File: config.mk
export PLATFORM = sky130hd
export DESIGN_NAME = obstacle_top
export DESIGN_NICKNAME = d
export VERILOG_FILES = /design/src/hdl/video_pkg.sv /design/src/hdl/obstacle_pkg.sv /design/src/hdl/step_timer.sv /design/src/hdl/hole_sequencer.sv /design/src/hdl/wall_overlay.sv /design/src/hdl/obstacle_top.sv
export SDC_FILE = /design/constraint.sdc
export NUM_CORES = 1
export LEC_CHECK = 0
export BUFFER_PORTS_ARGS = -buffer_cell sky130_fd_sc_hd__buf_4
export CAP_MARGIN = 20
export CORE_UTILIZATION = 63
export DETAILED_ROUTE_END_ITERATION = 8
export GPL_TIMING_DRIVEN = 0
export HOLD_SLACK_MARGIN = 0.06
export PLACE_DENSITY = 0.86
export SYNTH_ARGS = -nofsm -noshare
export SYNTH_HDL_FRONTEND = slang
export SYNTH_SLANG_ARGS = --single-unit
export TNS_END_PERCENT = 50
File: constraint.sdc
create_clock -name pclk -period 9.4 [get_ports pclk]
set_clock_uncertainty 0.05 [all_clocks]
set_input_delay 1.88 -clock pclk [delete_from_list [all_inputs] [get_ports pclk]]
set_output_delay 1.88 -clock pclk [all_outputs]
set_load 0.02 [all_outputs]
File: src/hdl/video_pkg.sv
`default_nettype none

package video_pkg;

  //////////////////////////////////////////////////////////////////////
  // pixel stream types
  //////////////////////////////////////////////////////////////////////

  typedef logic [11:0] coord_t;   // screen coordinate, 12 bits
  typedef logic [11:0] rgb_t;     // 4:4:4 colour

  // one pixel of the video stream as it moves down the pipeline
  typedef struct packed {
    coord_t hcount;
    coord_t vcount;
    rgb_t   rgb;
  } pixel_t;

  //////////////////////////////////////////////////////////////////////
  // game field geometry, all edges inclusive
  //////////////////////////////////////////////////////////////////////

  localparam coord_t FIELD_TOP    = 12'd317;
  localparam coord_t FIELD_BOTTOM = 12'd617;
  localparam coord_t FIELD_LEFT   = 12'd361;
  localparam coord_t FIELD_RIGHT  = 12'd661;

  localparam rgb_t WALL_RGB = 12'hfff;   // laser walls are plain white

  // true when the pixel lies in the 300x300 field, border included
  function automatic logic in_field(pixel_t p);
    logic in_h;
    logic in_v;
    in_h = (p.hcount >= FIELD_LEFT) && (p.hcount <= FIELD_RIGHT);
    in_v = (p.vcount >= FIELD_TOP) && (p.vcount <= FIELD_BOTTOM);
    return in_h && in_v;
  endfunction

endpackage

`default_nettype wire

File: src/hdl/obstacle_pkg.sv
`default_nettype none

package obstacle_pkg;

  // sequencer phases; the seven motion phases sit in one contiguous range
  typedef enum logic [3:0] {
    IDLE            = 4'd0,
    CLOSE_IN        = 4'd1,
    SHIFT_RIGHT_UP  = 4'd2,
    SHIFT_DOWN      = 4'd3,
    SHIFT_LEFT_UP   = 4'd4,
    SQUEEZE         = 4'd5,
    SHIFT_DOWN_MID  = 4'd6,
    SHIFT_RIGHT_MID = 4'd7,
    HOLD_ACK        = 4'd8,   // run finished, ack held until req drops
    WAIT_DROP       = 4'd9    // aborted, waiting for req to drop
  } phase_e;

  // current hole, also published for collision logic
  typedef struct packed {
    video_pkg::coord_t top;
    video_pkg::coord_t bottom;
    video_pkg::coord_t left;
    video_pkg::coord_t right;
  } hole_t;

  // hole at the start of a run, one pixel inside the field
  localparam video_pkg::coord_t HOLE_START_TOP    = 12'd318;
  localparam video_pkg::coord_t HOLE_START_BOTTOM = 12'd616;
  localparam video_pkg::coord_t HOLE_START_LEFT   = 12'd362;
  localparam video_pkg::coord_t HOLE_START_RIGHT  = 12'd660;

  localparam hole_t HOLE_START = '{top:    HOLE_START_TOP,
                                   bottom: HOLE_START_BOTTOM,
                                   left:   HOLE_START_LEFT,
                                   right:  HOLE_START_RIGHT};

  function automatic logic is_motion(phase_e p);
    return p inside {[CLOSE_IN:SHIFT_RIGHT_MID]};
  endfunction

endpackage

`default_nettype wire

File: src/hdl/step_timer.sv
`timescale 1ns/1ps
`default_nettype none

module step_timer #(
  parameter logic [31:0] STEP_CYCLES  = 32'd3_200_000,
  parameter logic [31:0] DWELL_CYCLES = 32'd32_000_000
) (
  input  wire  pclk,
  input  wire  rst,
  input  wire  run,        // sequencer is in a motion phase
  input  wire  fast,       // half-length step period
  input  wire  settle,     // end condition of the phase holds
  input  wire  restart,    // phase is about to change
  output logic step_tick,
  output logic dwell_done
);

  localparam logic [31:0] FAST_CYCLES = STEP_CYCLES / 2;

  logic [31:0] step_cnt;
  logic [31:0] step_last;
  logic [31:0] dwell_cnt;

  //////////////////////////////////////////////////////////////////////
  // step counter
  //////////////////////////////////////////////////////////////////////

  assign step_last = fast ? FAST_CYCLES - 32'd1 : STEP_CYCLES - 32'd1;
  assign step_tick = run && (step_cnt >= step_last);   // one cycle per period

  always_ff @(posedge pclk) begin
    if (rst || restart || !run) begin
      step_cnt <= '0;
    end else if (step_tick) begin
      step_cnt <= '0;
    end else begin
      step_cnt <= step_cnt + 32'd1;
    end
  end

  //////////////////////////////////////////////////////////////////////
  // dwell counter, counts settled cycles and then holds
  //////////////////////////////////////////////////////////////////////

  assign dwell_done = settle && (dwell_cnt >= DWELL_CYCLES);

  always_ff @(posedge pclk) begin
    if (rst || restart || !settle) begin
      dwell_cnt <= '0;
    end else if (!dwell_done) begin
      dwell_cnt <= dwell_cnt + 32'd1;   // saturates at DWELL_CYCLES
    end
  end

endmodule

`default_nettype wire

File: src/hdl/hole_sequencer.sv
`timescale 1ns/1ps
`default_nettype none

module hole_sequencer #(
  parameter logic [31:0] STEP_CYCLES  = 32'd3_200_000,
  parameter logic [31:0] DWELL_CYCLES = 32'd32_000_000
) (
  input  wire                 pclk,
  input  wire                 rst,
  input  wire                 start_req,
  input  wire                 abort,
  output logic                start_ack,
  output logic                working,
  output obstacle_pkg::hole_t hole
);

  // end thresholds of the motion phases
  localparam video_pkg::coord_t CLOSE_IN_END  = video_pkg::FIELD_TOP + 12'd125;
  localparam video_pkg::coord_t SQUEEZE_END   = video_pkg::FIELD_LEFT + 12'd40;
  localparam video_pkg::coord_t DOWN_MID_END  = video_pkg::FIELD_TOP + 12'd130;
  localparam video_pkg::coord_t RIGHT_MID_END = video_pkg::FIELD_LEFT + 12'd130;

  // edge deltas, two's complement
  localparam logic [1:0] KEEP = 2'b00;
  localparam logic [1:0] INC  = 2'b01;
  localparam logic [1:0] DEC  = 2'b11;

  typedef struct packed {
    logic [1:0] top;
    logic [1:0] bottom;
    logic [1:0] left;
    logic [1:0] right;
  } delta_t;

  obstacle_pkg::phase_e phase;
  obstacle_pkg::phase_e phase_nxt;
  obstacle_pkg::phase_e succ;
  obstacle_pkg::hole_t  hole_nxt;
  delta_t               delta;
  logic                 run;
  logic                 fast;
  logic                 settle;
  logic                 restart;
  logic                 step_tick;
  logic                 dwell_done;

  function automatic video_pkg::coord_t move_edge(video_pkg::coord_t e, logic [1:0] d);
    return e + {{10{d[1]}}, d};
  endfunction

  //////////////////////////////////////////////////////////////////////
  // per-phase motion rules
  //////////////////////////////////////////////////////////////////////

  always_comb begin
    fast   = 1'b0;
    settle = 1'b0;
    delta  = '{KEEP, KEEP, KEEP, KEEP};
    succ   = obstacle_pkg::HOLD_ACK;
    case (phase)
      obstacle_pkg::CLOSE_IN: begin   // shrink towards the middle
        settle = hole.top >= CLOSE_IN_END;
        delta  = '{top: INC, bottom: DEC, left: INC, right: DEC};
        succ   = obstacle_pkg::SHIFT_RIGHT_UP;
      end
      obstacle_pkg::SHIFT_RIGHT_UP: begin
        settle = hole.right >= video_pkg::FIELD_RIGHT;
        delta  = '{top: DEC, bottom: DEC, left: INC, right: INC};
        succ   = obstacle_pkg::SHIFT_DOWN;
      end
      obstacle_pkg::SHIFT_DOWN: begin
        settle = hole.bottom >= video_pkg::FIELD_BOTTOM;
        delta  = '{top: INC, bottom: INC, left: KEEP, right: KEEP};
        succ   = obstacle_pkg::SHIFT_LEFT_UP;
      end
      obstacle_pkg::SHIFT_LEFT_UP: begin
        fast   = 1'b1;
        settle = hole.top <= video_pkg::FIELD_TOP;
        delta  = '{top: DEC, bottom: DEC, left: DEC, right: DEC};
        succ   = obstacle_pkg::SQUEEZE;
      end
      obstacle_pkg::SQUEEZE: begin   // top-left corner stays put
        settle = hole.right <= SQUEEZE_END;
        delta  = '{top: KEEP, bottom: DEC, left: KEEP, right: DEC};
        succ   = obstacle_pkg::SHIFT_DOWN_MID;
      end
      obstacle_pkg::SHIFT_DOWN_MID: begin
        fast   = 1'b1;
        settle = hole.top >= DOWN_MID_END;
        delta  = '{top: INC, bottom: INC, left: KEEP, right: KEEP};
        succ   = obstacle_pkg::SHIFT_RIGHT_MID;
      end
      obstacle_pkg::SHIFT_RIGHT_MID: begin
        fast   = 1'b1;
        settle = hole.left >= RIGHT_MID_END;
        delta  = '{top: KEEP, bottom: KEEP, left: INC, right: INC};
      end
      default: ;
    endcase
  end

  //////////////////////////////////////////////////////////////////////
  // FSM next state and handshake
  //////////////////////////////////////////////////////////////////////

  always_comb begin
    phase_nxt = phase;
    hole_nxt  = hole;
    case (phase)
      obstacle_pkg::IDLE: begin
        if (start_req) begin
          phase_nxt = obstacle_pkg::CLOSE_IN;
          hole_nxt  = obstacle_pkg::HOLE_START;
        end
      end
      obstacle_pkg::HOLD_ACK, obstacle_pkg::WAIT_DROP: begin
        if (!start_req) phase_nxt = obstacle_pkg::IDLE;   // four-phase release
      end
      default: begin
        if (abort) begin
          phase_nxt = obstacle_pkg::WAIT_DROP;
        end else if (dwell_done) begin
          phase_nxt = succ;
        end else if (step_tick && !settle) begin
          hole_nxt.top    = move_edge(hole.top, delta.top);
          hole_nxt.bottom = move_edge(hole.bottom, delta.bottom);
          hole_nxt.left   = move_edge(hole.left, delta.left);
          hole_nxt.right  = move_edge(hole.right, delta.right);
        end
      end
    endcase
  end

  assign run     = obstacle_pkg::is_motion(phase);
  assign restart = phase_nxt != phase;   // timers start fresh in each phase

  always_ff @(posedge pclk) begin
    if (rst) begin
      phase     <= obstacle_pkg::IDLE;
      hole      <= '0;
      start_ack <= 1'b0;
      working   <= 1'b0;
    end else begin
      phase     <= phase_nxt;
      hole      <= hole_nxt;
      start_ack <= phase_nxt == obstacle_pkg::HOLD_ACK;
      working   <= obstacle_pkg::is_motion(phase_nxt);
    end
  end

  step_timer #(
    .STEP_CYCLES  (STEP_CYCLES),
    .DWELL_CYCLES (DWELL_CYCLES)
  ) u_step_timer (
    .pclk       (pclk),
    .rst        (rst),
    .run        (run),
    .fast       (fast),
    .settle     (settle),
    .restart    (restart),
    .step_tick  (step_tick),
    .dwell_done (dwell_done)
  );

endmodule

`default_nettype wire

File: src/hdl/wall_overlay.sv
`timescale 1ns/1ps
`default_nettype none

module wall_overlay (
  input  wire                      pclk,
  input  wire                      rst,
  input  wire                      working,
  input  wire obstacle_pkg::hole_t hole,
  input  wire video_pkg::pixel_t   pix_in,
  output video_pkg::pixel_t        pix_out
);

  // one flag per wall band around the hole
  typedef struct packed {
    logic top;
    logic bottom;
    logic left;
    logic right;
  } band_t;

  video_pkg::pixel_t s1_pix;
  band_t             s1_band;
  logic              s1_live;   // obstacle active and pixel in the field

  //////////////////////////////////////////////////////////////////////
  // stage 1: field test and band compare against the current hole
  //////////////////////////////////////////////////////////////////////

  always_ff @(posedge pclk) begin
    if (rst) begin
      s1_live <= 1'b0;
    end else begin
      s1_live <= working && video_pkg::in_field(pix_in);
    end
  end

  always_ff @(posedge pclk) begin
    s1_pix         <= pix_in;
    s1_band.top    <= pix_in.vcount <= hole.top;
    s1_band.bottom <= pix_in.vcount >= hole.bottom;
    s1_band.left   <= pix_in.hcount <= hole.left;
    s1_band.right  <= pix_in.hcount >= hole.right;
  end

  //////////////////////////////////////////////////////////////////////
  // stage 2: colour select
  //////////////////////////////////////////////////////////////////////

  always_ff @(posedge pclk) begin
    pix_out <= s1_pix;
    if (s1_live && (|s1_band)) begin
      pix_out.rgb <= video_pkg::WALL_RGB;   // pixel falls on a wall
    end
  end

endmodule

`default_nettype wire

File: src/hdl/obstacle_top.sv
`timescale 1ns/1ps
`default_nettype none

module obstacle_top #(
  parameter logic [31:0] STEP_CYCLES  = 32'd3_200_000,    // slow step period
  parameter logic [31:0] DWELL_CYCLES = 32'd32_000_000    // pause after each phase
) (
  input  wire                      pclk,
  input  wire                      rst,
  input  wire                      start_req,
  input  wire                      abort,
  input  wire video_pkg::pixel_t   pix_in,
  output video_pkg::pixel_t        pix_out,
  output logic                     start_ack,
  output logic                     working,
  output obstacle_pkg::hole_t      hole
);

  // sequencer side branch, runs the hole through its phases
  hole_sequencer #(
    .STEP_CYCLES  (STEP_CYCLES),
    .DWELL_CYCLES (DWELL_CYCLES)
  ) u_hole_sequencer (
    .pclk      (pclk),
    .rst       (rst),
    .start_req (start_req),
    .abort     (abort),
    .start_ack (start_ack),
    .working   (working),
    .hole      (hole)       // same value goes to the port and the overlay
  );

  // pixel path, two cycles from pix_in to pix_out
  wall_overlay u_wall_overlay (
    .pclk    (pclk),
    .rst     (rst),
    .working (working),
    .hole    (hole),
    .pix_in  (pix_in),
    .pix_out (pix_out)
  );

endmodule

`default_nettype wire

After elaboration in Yosys (flattened, before gate mapping)
Cells that the tools add are included. W data, S select, Z words.

Add/sub/neg operators: 6. Magnitude comparators: 21. Eq/ne operators: 14. Mux-type cells: 15. Bitwise logic cells: 1. Reductions and logical operators: 23.

Operator list (count): $mux W48 (4); $pmux W48 S2 (1); $add A32 B1 Y32 const B (2); $ge A12 B9 Y1 const B (5); $add A12 B12 Y12 (4); $pmux W8 S6 (1); $ge A32 B25 Y1 const B (1); $ge A32 B32 Y1 (1); $ge A12 B10 Y1 const B (2); $ge A12 B12 Y1 (2); $le A12 B10 Y1 const B (2); $le A12 B12 Y1 (2); $le A12 B9 Y1 const B (2); $pmux W4 S6 (1); $mux W22 (1); $eq A4 B3 Y1 const B (4); $mux W4 (4); $eq A4 B4 Y1 const B (3); $logic_and A1 B1 Y1 (10); $eq A4 B2 Y1 const B (2); $ge A4 B1 Y1 const B (2); $le A4 B3 Y1 const B (2); $pmux W4 S2 (1); $pmux W1 S7 (1); other kinds (14) (20).

Bits in registers: 195.

Depth between registers and ports, before layout
Word-level depth: 11. Mapped depth: 15. Mapped depth without buffers: 14.

Modules after synthesis
From an unflattened synthesis, not the netlist that was laid out.

Cells, all modules: 1178. Area total of the unflattened synthesis: 10259.8 um^2.

Modules (own cells, without submodules): hole_sequencer (instances 1, cells each 576, area each 4388.0 um^2); wall_overlay (instances 1, cells each 282, area each 2956.6 um^2); step_timer (instances 1, cells each 320, area each 2915.3 um^2).

Worst setup path before layout
OpenSTA, ideal clock, no wires.

Path type: input to register. Start point: input pix_in[24] (netlist name). End point: register u_wall_overlay.s1_band[0] (netlist name). Library setup time: 0.123 ns. Arrival: 3.356 ns. Data required time: 9.227 ns. Setup slack: 5.871 ns. Stages: 10. Buffers on the path: 0. Cell sequence: inv_1 ha_1 nand2b_1 a21o_1 a21o_1 a211oi_1 o21bai_1 a211oi_1 o21a_1 o21ai_0.

Longest elaborated chain between the ends: 1.

Ends and longest elaborated chain: start: declaration (line obstacle_top.sv:12) `input wire video_pkg::pixel_t pix_in,`; $ge A12 B12 Y1 (line wall_overlay.sv:42) `s1_band.right <= pix_in.hcount >= hole.right;`; end: declaration (line wall_overlay.sv:22) `band_t s1_band;`.

No other way between the ends. A chain may end at the register's enable or synchronous reset.

Worst setup path in the final report
Start point: register u_hole_sequencer.phase[2]. End point: register, netlist name u_hole_sequencer.hole[34].

Longest elaborated chain between the ends: 9. Elaborated cells between the ends (all ways): 36.

Ends and longest elaborated chain: start: declaration (line hole_sequencer.sv:35) `obstacle_pkg::phase_e phase;`; start signal: assignment (line hole_sequencer.sv:139) `phase <= obstacle_pkg::IDLE;`; start signal: assignment (line hole_sequencer.sv:144) `phase <= phase_nxt;`; $eq A4 B3 Y1 (line hole_sequencer.sv:60) `case (phase)`; $reduce_or A3 Y1 (no line); $mux W1 (line hole_sequencer.sv:60); $mux W22 (line step_timer.sv:28) `assign step_last = fast ? FAST_CYCLES - 32'd1 : STEP_CYCLES - 32'd1;`; $ge A32 B32 Y1 (line step_timer.sv:29) `assign step_tick = run && (step_cnt >= step_last);`; $logic_and A1 B1 Y1 (line step_timer.sv:29); $logic_and A1 B1 Y1 (line hole_sequencer.sv:124) `end else if (step_tick && !settle) begin`; $reduce_bool A2 Y1 (no line); $reduce_and A5 Y1 (no line).

Several ways; a longest one is shown, not always the timed one. The select of a mux whose other input is x is not followed.

==> results.cfg <==
[final_layout]
final_cells = 1435
layout.cells.most_common = dfxtp_1
fraction_of_final_layout_cells_sized_beyond_drive_strength_1_pct = 15.2
finish.net_count = 1381
fillers = 1077
antenna-diode-count = 0
most_frequent_cells_in_the_layout = 195 x dfxtp_1, 125 x buf_4, 102 x ha_1
area.growth.synth_to_final_pct = 19.0

[floorplan]
die_w_um = 127
ioPinCount = 126
initial_core_util_pct = 64.5
floorplan.rows = 45
coreArea_um2 = 15200
die_h_um = 127
die_area_um2 = 16100

[clock_tree]
cts.repair_timing.setup_buffer_count = 0
cts_resized = 0
hold_buffers = 0
cts.clk_slew.worst_paths_ps = 70
cts-buffers-inserted = 17
cts.sink_count = 195
clock-root-buffer = clkbuf_16
clk_path_buf_depth = 2
htree_levels = 4
clkLatencyLatePin_ps = 430
tritoncts = done

[setup_path]
rr_endpoint = u_hole_sequencer.hole[34]$_SDFFE_PP0P_
timing.critical_path.arrival_ps = 4200
ff2ff_path_depth = 13
crit_path_end_kind = register
r2r_slack_ps = 5510
timing.critical_path.required_ps = 9710
cp-start-kind = register
path_max_fanout = 12
timing.setup.critical_path_class = reg -> reg
critical_path.reg2reg.startpoint = u_hole_sequencer.phase[2]$_SDFF_PP0_
setup.worst_path.start = u_hole_sequencer.phase[2]$_SDFF_PP0_
cp_capture_point = u_hole_sequencer.hole[34]$_SDFFE_PP0P_

[power]
total_leakage_power_nw = 4.96
ir_drop_uv = 127
power.density_cell_area_nw_per_um2 = 167

[global_route]
grt-ovfl-total = 0
grt_max_degree = 17
initial_antenna_violation_count = 0
vias_in_the_first_global_route = 7746
global_route_wire_length_before_repair_um = 37500
track_usage_pct = 29.4

[placement]
io_buffers = 124
finalWeightedCongestion = 0.931
hpwlAfterDp_um = 17300
place_worst_setup_slack_ps = 5500
place_inst = 1404

[synthesis]
unique_masters_post_synth = 67
syn-instance-count = 1077
synthesis.yosys.warnings = 0
ys_dominant_reg_cell = dfxtp_1
post_synth.cell_area_avg_um2 = 9.11
synth_edf_count = 0
synth-seq-area-share_pct = 39.8
mappedNetlistArea_um2 = 9810
synth_seq_cells = 195
synth_async_sr_flop_share_pct = 0

[routing]
routed-via-count = 8456
drc = 0
drt-wirelength-per-cell_um = 16.5
drtPass1Iterations = 5
wirelength_um = 23700
drt_first_iter_violations = 525
antenna_left = 0
routed_via_density = 5.89

[status]
outcome = completed

[timing]
fin_setup_tns_ps = 0
final_critical_path_time_including_i_o_delays_and_setup_ps = 3890
max_freq_mhz = 257
grt_setup_unrepaired = no
fin_crit_sh_pct = 41.4
final_critical_path_setup_slack_ps = 5510
report.final.hold_viol_count = 0
drv_slew = 0
relSlewSlack_pct = 29.9
setup-violations-final = 0
timing_worst_slew_pin_value_ps = 1050

[min_path]
min-delay-path-class = reg -> reg

[run]
max_cap_violations = 0
==> synth_stat cells, types with 3 or more instances <==
cell	n	area, um^2
xor2_1	29	254
inv_1	62	233
nand2_1	75	282
nor4_2	3	37.5
nor2b_1	12	75.1
nor3_1	33	165
o211ai_1	7	52.6
and3_1	11	68.8
a211oi_1	10	75.1
fa_1	4	80.1
nor2_1	100	375
o2111ai_1	4	35.0
nand3b_1	5	37.5
ha_1	102	1280
dfxtp_1	195	3900
buf_2	7	35.0
a221oi_1	20	175
or3_1	6	37.5
o21bai_1	5	37.5
a211o_1	3	26.3
xnor2_1	55	482
and2_1	4	25.0
o31ai_1	4	30.0
nor4_1	11	68.8
or2_2	9	56.3
o22ai_1	6	37.5
o41a_1	3	33.8
nor4b_1	4	35.0
o21a_1	7	52.6
buf_6	4	45.0
a31oi_1	10	62.6
o21ai_0	31	155
clkbuf_1	21	78.8
nand4_1	17	106
a21o_1	28	210
nand2b_1	20	125
a21oi_1	67	335
a22o_1	4	35.0
nor3b_1	4	30.0
o41ai_1	4	35.0
nand3_1	40	200
==> sequential cells by signal, summed over array words and instances, names as in the netlist, 4 cells and up <==
signal                                   cells
u_hole_sequencer.hole                       48
u_wall_overlay.pix_out                      36
u_wall_overlay.s1_pix                       36
u_hole_sequencer.u_step_timer.dwell_cnt     32
u_hole_sequencer.u_step_timer.step_cnt      32
u_hole_sequencer.phase                       4
u_wall_overlay.s1_band                       4
==> metrics by stage <==
stage	power (mW)	utilization [%]	instance area (um^2)	hold slack, ps
CTS	1.96	76.8	11700	276
finish	1.95	76.8	11700	274
detailed placement	1.20	72.7	11000	262
global route	2.03	76.8	11700	280
global placement	1.19	72.6	11000	260
floorplan	1.10	-	9870	260
==> power breakdown <==
group | internal, mW | leakage, nW | switching, mW
combinational | 0.127 | 3.05 | 0.176
sequential | 0.863 | 1.61 | 0.0273
clock | 0.448 | 0.306 | 0.310
total | 1.44 | 4.96 | 0.514
==> critical path, stage by stage (launching register included) <==
cell and delay [ps]:
dfxtp_1 450, clkbuf_1 390, nor2_1 150, xor2_1 160, nor2_1 790, ha_1 430
a21o_1 190, a211oi_1 240, nor2_1 90, nor4_1 270, o31ai_1 150, xor2_1 170
nand3_1 100, a21oi_1 170
==> final cells by class <==
class	count	area (um^2)	share of cell area (%)
Multi-Input combinational cell	799	5560	47.6
Inverter	63	236	2.03
Tap cell	188	235	2.01
Timing Repair Buffer	124	931	7.97
Clock buffer	21	480	4.12
Sequential cell	195	3900	33.4
Clock inverter	10	146	1.25
Buffer	35	185	1.59
==> kinds of logic (layout without fill, tap and decap cells) <==
| group | after synthesis | after routing | share of synthesized area [%] |
|---|---|---|---|
| buffers and inverters | 98 | 253 | 4.30 |
| and+or+nand+nor | 366 | 366 | 18.9 |
| muxes | 1 | 1 | 0.102 |
| adders and majority gates | 107 | 107 | 13.9 |
| AOI/OAI and AO/OA | 225 | 225 | 15.5 |
| DFF | 195 | 195 | 39.8 |
| xor gates and xnor gates | 84 | 84 | 7.50 |
| other | 1 | 16 | 0.0382 |
==> worst min path at each step <==
stage	startpoint	to	cells after the start
2_1_floorplan	u_wall_overlay.s1_pix[12]$_DFF_P_	u_wall_overlay.pix_out[12]$_DFF_P_	0
3_3_place_gp	u_wall_overlay.s1_pix[13]$_DFF_P_	u_wall_overlay.pix_out[13]$_DFF_P_	0
3_5_place_dp	u_wall_overlay.s1_pix[15]$_DFF_P_	u_wall_overlay.pix_out[15]$_DFF_P_	0
4_1_cts	u_wall_overlay.s1_pix[14]$_DFF_P_	u_wall_overlay.pix_out[14]$_DFF_P_	0
5_1_grt	u_wall_overlay.s1_pix[15]$_DFF_P_	u_wall_overlay.pix_out[15]$_DFF_P_	0
6_report	u_wall_overlay.s1_pix[26]$_DFF_P_	u_wall_overlay.pix_out[26]$_DFF_P_	0
==> routing by layer <==
layer | vias up | wire length, um | part of all wire (%) | global-route usage (%)
li1 | 4142 | - | - | -
met2 | 311 | 11400 | 48 | 50.2
met3 | 47 | 1480 | 6.3 | 4.64
met5 | - | 0 | 0 | 0
met1 | 3956 | 10300 | 43 | 37.2
met4 | 0 | 548 | 2.3 | 12.1
No activity file was read; power rests on OpenSTA's default activity.
